==> config.mk <==
export PLATFORM = sky130hd
export DESIGN_NAME = rob_top
export DESIGN_NICKNAME = d
export VERILOG_FILES = /design/src/rob_pkg.sv /design/src/rob_entry_array.sv /design/src/rob_commit_sel.sv /design/src/rob_csr_wb.sv /design/src/rob_top.sv
export SDC_FILE = /design/constraint.sdc
export NUM_CORES = 1
export LEC_CHECK = 0
export BUFFER_PORTS_ARGS = -buffer_cell sky130_fd_sc_hd__clkbuf_2
export CAP_MARGIN = 25
export CORE_UTILIZATION = 60
export CTS_BUF_LIST = sky130_fd_sc_hd__clkbuf_4 sky130_fd_sc_hd__clkbuf_8 sky130_fd_sc_hd__clkbuf_16
export DETAILED_ROUTE_END_ITERATION = 7
export PLACE_DENSITY = 0.77
export SLEW_MARGIN = 20
export SYNTH_ARGS = -nofsm -noshare
export SYNTH_HDL_FRONTEND = slang
export SYNTH_SLANG_ARGS = --single-unit
export TNS_END_PERCENT = 30
==> constraint.sdc <==
create_clock -name i_clk -period 6.6 [get_ports i_clk]
set_input_delay 0.66 -clock i_clk [delete_from_list [all_inputs] [get_ports i_clk]]
set_output_delay 0.66 -clock i_clk [all_outputs]
set_load 0.02 [all_outputs]
==> src/rob_pkg.sv <==
// reorder buffer shared types
package rob_pkg;

  // ----------------------------------------
  // widths
  // ----------------------------------------
  localparam int DISP_SIZE = 2;
  localparam int PC_W      = 32;
  localparam int RNID_W    = 6;
  // entry index plus wrap bit, up to 16 entries
  localparam int CMT_ID_W  = 5;
  localparam int WB_ADR_W  = 4;
  localparam int WB_DAT_W  = 32;

  typedef logic [DISP_SIZE-1:0] grp_id_t;
  typedef logic [CMT_ID_W-1:0]  cmt_id_t;

  // ----------------------------------------
  // enums
  // ----------------------------------------
  typedef enum logic [3:0] {
    EXC_NONE           = 4'd0,
    EXC_INST_MISALIGN  = 4'd1,
    EXC_INST_ACC_FAULT = 4'd2,
    EXC_ILLEGAL_INST   = 4'd3,
    EXC_ECALL          = 4'd4,
    EXC_LOAD_FAULT     = 4'd5
  } except_t;

  // byte addresses on the register bus
  typedef enum logic [WB_ADR_W-1:0] {
    CSR_CTRL     = 4'h0,
    CSR_CMT_CNT  = 4'h4,
    CSR_DEAD_CNT = 4'h8,
    CSR_EXC_CNT  = 4'hc
  } csr_addr_e;

  // ----------------------------------------
  // structs
  // ----------------------------------------
  typedef struct packed {
    logic              valid;
    logic              wr_valid;
    logic [RNID_W-1:0] rnid;
    logic [RNID_W-1:0] old_rnid;
    logic              fe_except_valid;
    except_t           fe_except_type;
  } disp_inst_t;

  typedef struct packed {
    logic [PC_W-1:0]               pc;
    disp_inst_t [DISP_SIZE-1:0]    inst;
  } disp_grp_t;

  // grp_id is one-hot on the reported slot
  typedef struct packed {
    logic    valid;
    cmt_id_t cmt_id;
    grp_id_t grp_id;
    logic    except_valid;
    except_t except_type;
  } done_rpt_t;

  typedef struct packed {
    logic                             valid;
    logic [PC_W-1:0]                  pc;
    grp_id_t                          grp_id;
    grp_id_t                          done_grp_id;
    grp_id_t                          dead;
    grp_id_t                          except_valid;
    except_t [DISP_SIZE-1:0]          except_type;
    grp_id_t                          wr_valid;
    logic [DISP_SIZE-1:0][RNID_W-1:0] rnid;
    logic [DISP_SIZE-1:0][RNID_W-1:0] old_rnid;
  } rob_entry_t;

  typedef struct packed {
    cmt_id_t         cmt_id;
    grp_id_t         grp_id;
    grp_id_t         dead_id;
    logic            except_valid;
    except_t         except_type;
    logic [PC_W-1:0] epc;
  } commit_t;

  typedef struct packed {
    logic                             commit;
    grp_id_t                          rnid_valid;
    logic [DISP_SIZE-1:0][RNID_W-1:0] rd_rnid;
    logic [DISP_SIZE-1:0][RNID_W-1:0] old_rnid;
    grp_id_t                          dead_id;
    logic                             except_valid;
  } rnid_upd_t;

endpackage

==> src/rob_entry_array.sv <==
// reorder buffer entry storage
`timescale 1ns/1ps

module rob_entry_array
  import rob_pkg::*;
#(
  parameter int ENTRY_COUNT = 8,
  parameter int DONE_PORTS  = 2
) (
  input  logic       i_clk,
  input  logic       i_reset_n,
  input  logic       i_disp_valid,
  input  disp_grp_t  i_disp,
  input  done_rpt_t  i_done_rpt [DONE_PORTS],
  input  logic       i_retire,
  input  logic       i_kill,
  output logic       o_disp_ready,
  output cmt_id_t    o_new_cmt_id,
  output rob_entry_t o_head,
  output cmt_id_t    o_head_id,
  output logic       o_head_all_done
);

  localparam int IDX_W = $clog2(ENTRY_COUNT);

  logic [IDX_W:0]         r_in_ptr;
  logic [IDX_W:0]         r_out_ptr;
  logic [ENTRY_COUNT-1:0] r_valid;
  rob_entry_t             r_entries [ENTRY_COUNT];

  rob_entry_t             w_entry_in;
  logic [IDX_W-1:0]       w_in_idx;
  logic [IDX_W-1:0]       w_out_idx;
  logic                   w_full;
  logic                   w_accept;

  assign w_in_idx  = r_in_ptr[IDX_W-1:0];
  assign w_out_idx = r_out_ptr[IDX_W-1:0];

  // same index with different wrap bits means every entry is taken
  assign w_full   = (r_in_ptr[IDX_W] != r_out_ptr[IDX_W]) && (w_in_idx == w_out_idx);
  assign w_accept = i_disp_valid & ~w_full;

  assign o_disp_ready = ~w_full;
  assign o_new_cmt_id = cmt_id_t'(r_in_ptr);
  assign o_head_id    = cmt_id_t'(r_out_ptr);

  // ----------------------------------------
  // in and out pointers
  // ----------------------------------------
  always_ff @(posedge i_clk, negedge i_reset_n) begin
    if (!i_reset_n) begin
      r_in_ptr  <= '0;
      r_out_ptr <= '0;
    end else begin
      if (w_accept) begin
        r_in_ptr <= r_in_ptr + 1'b1;
      end
      if (i_retire) begin
        r_out_ptr <= r_out_ptr + 1'b1;
      end
    end
  end

  // ----------------------------------------
  // new entry from the dispatch group
  // ----------------------------------------
  always_comb begin
    w_entry_in.valid = 1'b1;
    w_entry_in.pc    = i_disp.pc;
    w_entry_in.dead  = '0;
    for (int d = 0; d < DISP_SIZE; d++) begin
      w_entry_in.grp_id[d]       = i_disp.inst[d].valid;
      // empty slots and frontend faults need no report
      w_entry_in.done_grp_id[d]  = ~i_disp.inst[d].valid | i_disp.inst[d].fe_except_valid;
      w_entry_in.except_valid[d] = i_disp.inst[d].valid & i_disp.inst[d].fe_except_valid;
      w_entry_in.except_type[d]  = w_entry_in.except_valid[d] ?
                                   i_disp.inst[d].fe_except_type : EXC_NONE;
      w_entry_in.wr_valid[d]     = i_disp.inst[d].valid & i_disp.inst[d].wr_valid;
      w_entry_in.rnid[d]         = i_disp.inst[d].rnid;
      w_entry_in.old_rnid[d]     = i_disp.inst[d].old_rnid;
    end
    // group arriving alongside a kill is born dead
    if (i_kill) begin
      w_entry_in.dead        = w_entry_in.grp_id;
      w_entry_in.done_grp_id = '1;
    end
  end

  // ----------------------------------------
  // per-entry state
  // ----------------------------------------
  for (genvar e = 0; e < ENTRY_COUNT; e++) begin : g_entry
    logic       w_load;
    logic       w_retire_here;
    rob_entry_t w_next;

    assign w_load        = w_accept & (w_in_idx == IDX_W'(e));
    assign w_retire_here = i_retire & (w_out_idx == IDX_W'(e));

    always_ff @(posedge i_clk, negedge i_reset_n) begin
      if (!i_reset_n) begin
        r_valid[e] <= 1'b0;
      end else if (w_load) begin
        r_valid[e] <= 1'b1;
      end else if (w_retire_here) begin
        r_valid[e] <= 1'b0;
      end
    end

    always_comb begin
      w_next = r_entries[e];
      for (int p = 0; p < DONE_PORTS; p++) begin
        if (i_done_rpt[p].valid && r_valid[e] &&
            (i_done_rpt[p].cmt_id[IDX_W-1:0] == IDX_W'(e))) begin
          w_next.done_grp_id = w_next.done_grp_id | i_done_rpt[p].grp_id;
          for (int d = 0; d < DISP_SIZE; d++) begin
            if (i_done_rpt[p].grp_id[d] && i_done_rpt[p].except_valid) begin
              w_next.except_valid[d] = 1'b1;
              w_next.except_type[d]  = i_done_rpt[p].except_type;
            end
          end
        end
      end
      // younger entries drain as all dead
      if (i_kill && r_valid[e]) begin
        w_next.dead        = w_next.grp_id;
        w_next.done_grp_id = '1;
      end
      if (w_load) begin
        w_next = w_entry_in;
      end
    end

    always_ff @(posedge i_clk) begin
      r_entries[e] <= w_next;
    end
  end

  // head view, valid comes from the reset vector
  always_comb begin
    o_head       = r_entries[w_out_idx];
    o_head.valid = r_valid[w_out_idx];
  end

  assign o_head_all_done = &o_head.done_grp_id;

  // ----------------------------------------
  // checks
  // ----------------------------------------
  a_accept_into_free : assert property (
    @(posedge i_clk) disable iff (!i_reset_n)
    w_accept |-> !r_valid[w_in_idx]
  ) else $error("group accepted into an occupied entry");

  for (genvar p = 0; p < DONE_PORTS; p++) begin : g_done_chk
    a_done_hits_valid : assert property (
      @(posedge i_clk) disable iff (!i_reset_n)
      i_done_rpt[p].valid |-> r_valid[i_done_rpt[p].cmt_id[IDX_W-1:0]]
    ) else $error("done report for an empty entry on port %0d", p);
  end

endmodule

==> src/rob_commit_sel.sv <==
// reorder buffer commit selection
`timescale 1ns/1ps

module rob_commit_sel
  import rob_pkg::*;
(
  input  logic       i_clk,
  input  logic       i_reset_n,
  input  rob_entry_t i_head,
  input  cmt_id_t    i_head_id,
  input  logic       i_head_all_done,
  input  logic       i_commit_en,
  output logic       o_retire,
  output logic       o_kill,
  output logic       o_commit_valid,
  output commit_t    o_commit,
  output rnid_upd_t  o_rnid_upd
);

  localparam int SLOT_W = $clog2(DISP_SIZE);

  logic              w_retire;
  grp_id_t           w_exc_cand;
  grp_id_t           w_dead_above;
  logic              w_exc_any;
  logic [SLOT_W-1:0] w_exc_idx;
  except_t           w_exc_type;
  commit_t           w_commit;
  rnid_upd_t         w_rnid_upd;

  logic              r_commit_valid;
  commit_t           r_commit;
  rnid_upd_t         r_rnid_upd;

  assign w_retire = i_head.valid & i_head_all_done & i_commit_en;

  // stored dead bits mask out faults from killed slots
  assign w_exc_cand = i_head.except_valid & ~i_head.dead & i_head.grp_id;

  // ----------------------------------------
  // lowest excepting slot
  // ----------------------------------------
  always_comb begin
    w_exc_any    = 1'b0;
    w_exc_idx    = '0;
    w_exc_type   = EXC_NONE;
    w_dead_above = '0;
    for (int d = 0; d < DISP_SIZE; d++) begin
      if (w_exc_any) begin
        w_dead_above[d] = 1'b1;
      end else if (w_exc_cand[d]) begin
        w_exc_any  = 1'b1;
        w_exc_idx  = SLOT_W'(d);
        w_exc_type = i_head.except_type[d];
      end
    end
  end

  // ----------------------------------------
  // commit and rename records
  // ----------------------------------------
  always_comb begin
    w_commit.cmt_id       = i_head_id;
    w_commit.grp_id       = i_head.grp_id;
    w_commit.dead_id      = (i_head.dead | w_dead_above) & i_head.grp_id;
    w_commit.except_valid = w_exc_any;
    w_commit.except_type  = w_exc_type;
    // four bytes per slot
    w_commit.epc          = i_head.pc + PC_W'({w_exc_idx, 2'b00});
  end

  always_comb begin
    w_rnid_upd.commit       = w_retire;
    w_rnid_upd.rnid_valid   = i_head.wr_valid;
    w_rnid_upd.rd_rnid      = i_head.rnid;
    w_rnid_upd.old_rnid     = i_head.old_rnid;
    w_rnid_upd.dead_id      = w_commit.dead_id;
    w_rnid_upd.except_valid = w_exc_any;
  end

  assign o_retire = w_retire;
  assign o_kill   = w_retire & w_exc_any;

  always_ff @(posedge i_clk, negedge i_reset_n) begin
    if (!i_reset_n) begin
      r_commit_valid <= 1'b0;
    end else begin
      r_commit_valid <= w_retire;
    end
  end

  always_ff @(posedge i_clk) begin
    r_commit   <= w_commit;
    r_rnid_upd <= w_rnid_upd;
  end

  assign o_commit_valid = r_commit_valid;
  assign o_commit       = r_commit;

  always_comb begin
    o_rnid_upd        = r_rnid_upd;
    o_rnid_upd.commit = r_commit_valid;
  end

  // an empty group must never reach commit
  a_commit_has_inst : assert property (
    @(posedge i_clk) disable iff (!i_reset_n)
    o_commit_valid |-> (|o_commit.grp_id)
  ) else $error("commit of an entry with no instructions");

endmodule

==> src/rob_csr_wb.sv <==
// reorder buffer register block
`timescale 1ns/1ps

module rob_csr_wb
  import rob_pkg::*;
(
  input  logic                i_clk,
  input  logic                i_reset_n,
  input  logic                i_wb_cyc,
  input  logic                i_wb_stb,
  input  logic                i_wb_we,
  input  logic [WB_ADR_W-1:0] i_wb_adr,
  input  logic [WB_DAT_W-1:0] i_wb_dat,
  input  logic                i_commit_valid,
  input  commit_t             i_commit,
  output logic [WB_DAT_W-1:0] o_wb_dat,
  output logic                o_wb_ack,
  output logic                o_commit_en
);

  localparam int INC_W = $clog2(DISP_SIZE + 1);

  csr_addr_e           w_adr;
  logic                w_req;
  logic                w_wr;
  logic [WB_DAT_W-1:0] w_rd_dat;
  logic [INC_W-1:0]    w_live_inc;
  logic [INC_W-1:0]    w_dead_inc;

  logic                r_ack;
  logic [WB_DAT_W-1:0] r_dat;
  logic                r_commit_en;
  logic [WB_DAT_W-1:0] r_cmt_cnt;
  logic [WB_DAT_W-1:0] r_dead_cnt;
  logic [WB_DAT_W-1:0] r_exc_cnt;

  assign w_adr = csr_addr_e'(i_wb_adr);
  // master holds until ack, so skip the cycle ack is high
  assign w_req = i_wb_cyc & i_wb_stb & ~r_ack;
  assign w_wr  = w_req & i_wb_we;

  assign w_live_inc = INC_W'($countones(i_commit.grp_id & ~i_commit.dead_id));
  assign w_dead_inc = INC_W'($countones(i_commit.grp_id & i_commit.dead_id));

  always_comb begin
    case (w_adr)
      CSR_CTRL:     w_rd_dat = {{(WB_DAT_W-1){1'b0}}, r_commit_en};
      CSR_CMT_CNT:  w_rd_dat = r_cmt_cnt;
      CSR_DEAD_CNT: w_rd_dat = r_dead_cnt;
      CSR_EXC_CNT:  w_rd_dat = r_exc_cnt;
      default:      w_rd_dat = '0;
    endcase
  end

  // ----------------------------------------
  // bus handshake and control
  // ----------------------------------------
  always_ff @(posedge i_clk, negedge i_reset_n) begin
    if (!i_reset_n) begin
      r_ack       <= 1'b0;
      r_dat       <= '0;
      r_commit_en <= 1'b1;
    end else begin
      r_ack <= w_req;
      if (w_req) begin
        r_dat <= w_rd_dat;
      end
      if (w_wr && (w_adr == CSR_CTRL)) begin
        r_commit_en <= i_wb_dat[0];
      end
    end
  end

  // ----------------------------------------
  // retirement counters
  // ----------------------------------------
  // any write clears, taking priority over a commit in the same cycle
  always_ff @(posedge i_clk, negedge i_reset_n) begin
    if (!i_reset_n) begin
      r_cmt_cnt  <= '0;
      r_dead_cnt <= '0;
      r_exc_cnt  <= '0;
    end else begin
      if (w_wr && (w_adr == CSR_CMT_CNT)) begin
        r_cmt_cnt <= '0;
      end else if (i_commit_valid) begin
        r_cmt_cnt <= r_cmt_cnt + WB_DAT_W'(w_live_inc);
      end
      if (w_wr && (w_adr == CSR_DEAD_CNT)) begin
        r_dead_cnt <= '0;
      end else if (i_commit_valid) begin
        r_dead_cnt <= r_dead_cnt + WB_DAT_W'(w_dead_inc);
      end
      if (w_wr && (w_adr == CSR_EXC_CNT)) begin
        r_exc_cnt <= '0;
      end else if (i_commit_valid && i_commit.except_valid) begin
        r_exc_cnt <= r_exc_cnt + 1'b1;
      end
    end
  end

  assign o_wb_ack    = r_ack;
  assign o_wb_dat    = r_dat;
  assign o_commit_en = r_commit_en;

  a_ack_single : assert property (
    @(posedge i_clk) disable iff (!i_reset_n)
    o_wb_ack |=> !o_wb_ack
  ) else $error("wishbone ack held for two cycles");

endmodule

==> src/rob_top.sv <==
// reorder buffer top level
`timescale 1ns/1ps

module rob_top
  import rob_pkg::*;
#(
  parameter int ENTRY_COUNT = 8,
  parameter int DONE_PORTS  = 2
) (
  input  logic                i_clk,
  input  logic                i_reset_n,
  // dispatch
  input  logic                i_disp_valid,
  input  disp_grp_t           i_disp,
  output logic                o_disp_ready,
  output cmt_id_t             o_new_cmt_id,
  // execution reports
  input  done_rpt_t           i_done_rpt [DONE_PORTS],
  // commit
  output logic                o_commit_valid,
  output commit_t             o_commit,
  output rnid_upd_t           o_rnid_upd,
  // register bus
  input  logic                i_wb_cyc,
  input  logic                i_wb_stb,
  input  logic                i_wb_we,
  input  logic [WB_ADR_W-1:0] i_wb_adr,
  input  logic [WB_DAT_W-1:0] i_wb_dat,
  output logic [WB_DAT_W-1:0] o_wb_dat,
  output logic                o_wb_ack
);

  rob_entry_t w_head;
  cmt_id_t    w_head_id;
  logic       w_head_all_done;
  logic       w_retire;
  logic       w_kill;
  logic       w_commit_en;

  rob_entry_array #(
    .ENTRY_COUNT (ENTRY_COUNT),
    .DONE_PORTS  (DONE_PORTS)
  ) u_entry_array (
    .i_clk           (i_clk),
    .i_reset_n       (i_reset_n),
    .i_disp_valid    (i_disp_valid),
    .i_disp          (i_disp),
    .i_done_rpt      (i_done_rpt),
    .i_retire        (w_retire),
    .i_kill          (w_kill),
    .o_disp_ready    (o_disp_ready),
    .o_new_cmt_id    (o_new_cmt_id),
    .o_head          (w_head),
    .o_head_id       (w_head_id),
    .o_head_all_done (w_head_all_done)
  );

  rob_commit_sel u_commit_sel (
    .i_clk           (i_clk),
    .i_reset_n       (i_reset_n),
    .i_head          (w_head),
    .i_head_id       (w_head_id),
    .i_head_all_done (w_head_all_done),
    .i_commit_en     (w_commit_en),
    .o_retire        (w_retire),
    .o_kill          (w_kill),
    .o_commit_valid  (o_commit_valid),
    .o_commit        (o_commit),
    .o_rnid_upd      (o_rnid_upd)
  );

  rob_csr_wb u_csr_wb (
    .i_clk          (i_clk),
    .i_reset_n      (i_reset_n),
    .i_wb_cyc       (i_wb_cyc),
    .i_wb_stb       (i_wb_stb),
    .i_wb_we        (i_wb_we),
    .i_wb_adr       (i_wb_adr),
    .i_wb_dat       (i_wb_dat),
    .i_commit_valid (o_commit_valid),
    .i_commit       (o_commit),
    .o_wb_dat       (o_wb_dat),
    .o_wb_ack       (o_wb_ack),
    .o_commit_en    (w_commit_en)
  );

endmodule

==> impl_metrics.tcl <==
set metrics [dict create \
    insertion_delay_ns 0.66 \
    dieArea_um2 58200 \
    final_layout_size_suffix_gt1_share_pct 19.9 \
    start_kind "flop" \
    drt_iter0_markers 2642 \
    first_pass_iters 8 \
    grt_pass1_vias 22900 \
    path_max_fanout 40 \
    async_flop_share_pct 18.1 \
    ys_seq_elements 810 \
    cts_buffers 82 \
    drc 1 \
    maxSlewViolCount 0 \
    drt-total-wl_um 85300 \
    status "complete, but fails checks" \
    clk_path_buf_depth 3 \
    grt_max_degree 103 \
    synth_warnings 0 \
    area_growth_syn_to_layout_pct 13.2 \
    post_layout_nonfiller_instances 3565 \
    gr-total-overflow 0 \
    vias 22900 \
    cts.sinks 810 \
    timing.final.crit_share_pct 71.5 \
    hpwl_um 52600 \
    gp_routability_congestion 0.928 \
    ant_nets 0 \
    syn_inst 2565 \
    core_um2 56500 \
    dp.cells 3406 \
    post_drt_wl_per_cell_um 23.9 \
    io_pins 254 \
    grt_pass1_wl_um 130000 \
    port_buffers 216 \
    rows 87 \
    fin_crit_ns 4.72 \
    netlist_area_um2 34300 \
    fin_nets 2892 \
    crit_required_ns 7.11 \
    cts_hold_repair.buffers 0 \
    rsz0062_at_grt "no" \
    die_h_um 241 \
    antenna_found_initial 8 \
    path_clk_slew_ns 0.06 \
    path_class "flop to flop" \
    syn_area_per_cell_um2 13.4 \
    report.final.setup_viol 0 \
    ys_seq_area_share_pct 63.8 \
    cts_root_buf "clkbuf_16" \
    relSlewSlack_pct 36.6 \
    maxCapViolCount 0 \
    fin_worst_skew_ns 0.0304 \
    tightest_slew_ns 0.950 \
    synthDistinctLibCells 74 \
    crit_path_end_kind "flop" \
    hold_path.class "input pin to asynchronous set/reset pin" \
    die_w_um 241 \
    grt_usage_pct 29.7 \
    crit_end "u_commit_sel.o_commit[30]" \
    ys.flop_type "edfxtp_1" \
    ctsHtreeMaxLevel 3 \
    arrival_ns 5.23 \
    filler_cell_count 3727 \
    start_util_pct 60.8 \
    vias_per_cell 6.42 \
    ctsResizeCount 0 \
    crit_start "u_entry_array.r_out_ptr[1]" \
    pwr_density_cell_nw_per_um2 459 \
    rr_endpoint "u_commit_sel.o_commit[30]" \
    reg2reg_slack_ns 1.88 \
    fmax_mhz 212 \
    final.setup.tns_ns 0 \
    cts_setup_buffers 0 \
    violations "design-rule violations" \
    cts_tree "done" \
    synth_edf_count 496 \
    hold_violations 0 \
    p_leak_uw 0.0144 \
    rr_startpoint "u_entry_array.r_out_ptr[1]" \
    vdd_drop_max_mv 0.353 \
    worstRegToRegCells 14 \
]
==> flip-flops by register name, summed over array words and instances (netlist names) <==
signal,cells
u_entry_array.r_entries,592
u_entry_array.r_valid,8
u_entry_array.r_in_ptr,4
u_commit_sel.o_rnid_upd,26
u_csr_wb.o_commit_en,1
u_csr_wb.o_wb_dat,32
u_csr_wb.r_exc_cnt,32
u_commit_sel.o_commit,45
u_csr_wb.o_wb_ack,1
u_commit_sel.o_commit_valid,1
u_csr_wb.r_cmt_cnt,32
u_entry_array.r_out_ptr,4
u_csr_wb.r_dead_cnt,32
==> worst max-delay path: stages (launching register included) <==
cell and delay [ns]:
dfrtp_4 0.86, buf_4 0.57, mux4_2 0.43, mux2i_1 0.19, nand3_1 0.20, nand2b_1 0.34
inv_1 0.12, ha_1 0.26, ha_1 0.21, inv_1 0.06, or3_1 0.41, nor4_2 0.33
buf_4 0.24, nand4_1 0.12, xor2_1 0.19
==> cells in the mapped netlist, types with 20 or more instances <==
cell / count / share of area, %
a311o_1: 64 / 1.9
and3_1: 36 / 0.66
xnor2_1: 55 / 1.4
inv_1: 51 / 0.56
buf_1: 20 / 0.22
o21ai_0: 148 / 2.2
nand3_1: 127 / 1.9
dfxtp_1: 167 / 9.7
clkbuf_1: 102 / 1.1
nand2_1: 329 / 3.6
a21oi_1: 71 / 1.0
a22o_1: 33 / 0.84
mux2i_1: 49 / 1.4
nand4_1: 31 / 0.56
edfxtp_1: 496 / 43
mux4_2: 112 / 7.3
dfrtp_1: 146 / 11
xor2_1: 54 / 1.4
nor2_1: 176 / 1.9
==> cells by family after synthesis <==
| group | count (synthesis) | share of synthesized area, % |
|---|---|---|
| and+or+nand+nor | 836 | 11.6 |
| DFF | 810 | 63.8 |
| AOI/OAI and AO/OA | 382 | 7.48 |
| buffers and inverters | 214 | 2.91 |
| muxes | 194 | 10.7 |
| xor gates and xnor gates | 109 | 2.78 |
| adders and majority gates | 19 | 0.736 |
| other | 1 | 0.0109 |
==> power by group <==
part	total (uW)	internal, uW	leakage, uW	switching [uW]
logic	5410	2220	0.00527	3200
registers	7520	6690	0.00764	828
clock network	4920	2920	0.00147	2000
==> per-stage QoR <==
step                      area, um^2  utilization [%]  setup WS (ns)  hold slack (ns)  power (uW)
final                          38900             68.8           1.88            0.149       17900
after global routing           38900             68.8           1.65            0.210       18600
after CTS                      38800             68.8           1.79            0.170       17800
after detailed placement       35900             63.5           1.80            0.443       12900
after global placement         35900             63.5           1.83            0.428       12600
after floorplan                34300                -           2.30            0.364       11300
==> worst min path at each step <==
stage,depth (start not counted),start,to
after floorplan,0,i_reset_n,u_commit_sel.o_commit_valid
after global placement,0,u_entry_array.r_out_ptr[3],u_commit_sel.o_commit[44]
after detailed placement,0,u_entry_array.r_out_ptr[3],u_commit_sel.o_commit[44]
after CTS,1,i_reset_n,u_entry_array.r_valid[1]
after global routing,1,i_reset_n,u_csr_wb.o_wb_dat[2]
final,1,i_reset_n,u_csr_wb.r_cmt_cnt[1]
==> per-layer routing <==
| metal | up-vias | wire (um) | global-route usage [%] |
|---|---|---|---|
| met1 | 11400 | 32000 | 37.2 |
| met5 | - | 63 | 0 |
| met2 | 1265 | 42400 | 49.9 |
| met4 | 10 | 3480 | 13.3 |
| li1 | 9961 | - | - |
| met3 | 248 | 7310 | 6.18 |
==> final cells by class <==
class | count | area, um^2 | share of cell area [%]
Sequential cell | 810 | 21900 | 56.4
Antenna cell | 5 | 12.5 | 0.0322
Inverter | 51 | 203 | 0.521
Clock buffer | 116 | 2420 | 6.23
Clock inverter | 37 | 526 | 1.35
Tap cell | 756 | 946 | 2.43
Timing Repair Buffer | 248 | 1390 | 3.58
Multi-Input combinational cell | 1542 | 11500 | 29.5
==> cell usage in the layout (no fill, tap or decap), types with 55 or more instances in the layout <==
master     instances
a21oi_1           71
a311o_1           64
clkbuf_16         85
clkbuf_2         215
dfrtp_1          143
dfxtp_1          167
edfxtp_1         496
mux4_2           112
nand2_1          329
nand3_1          127
nor2_1           176
o21ai_0          148
xnor2_1           55
No activity file was read; power rests on OpenSTA's default activity.
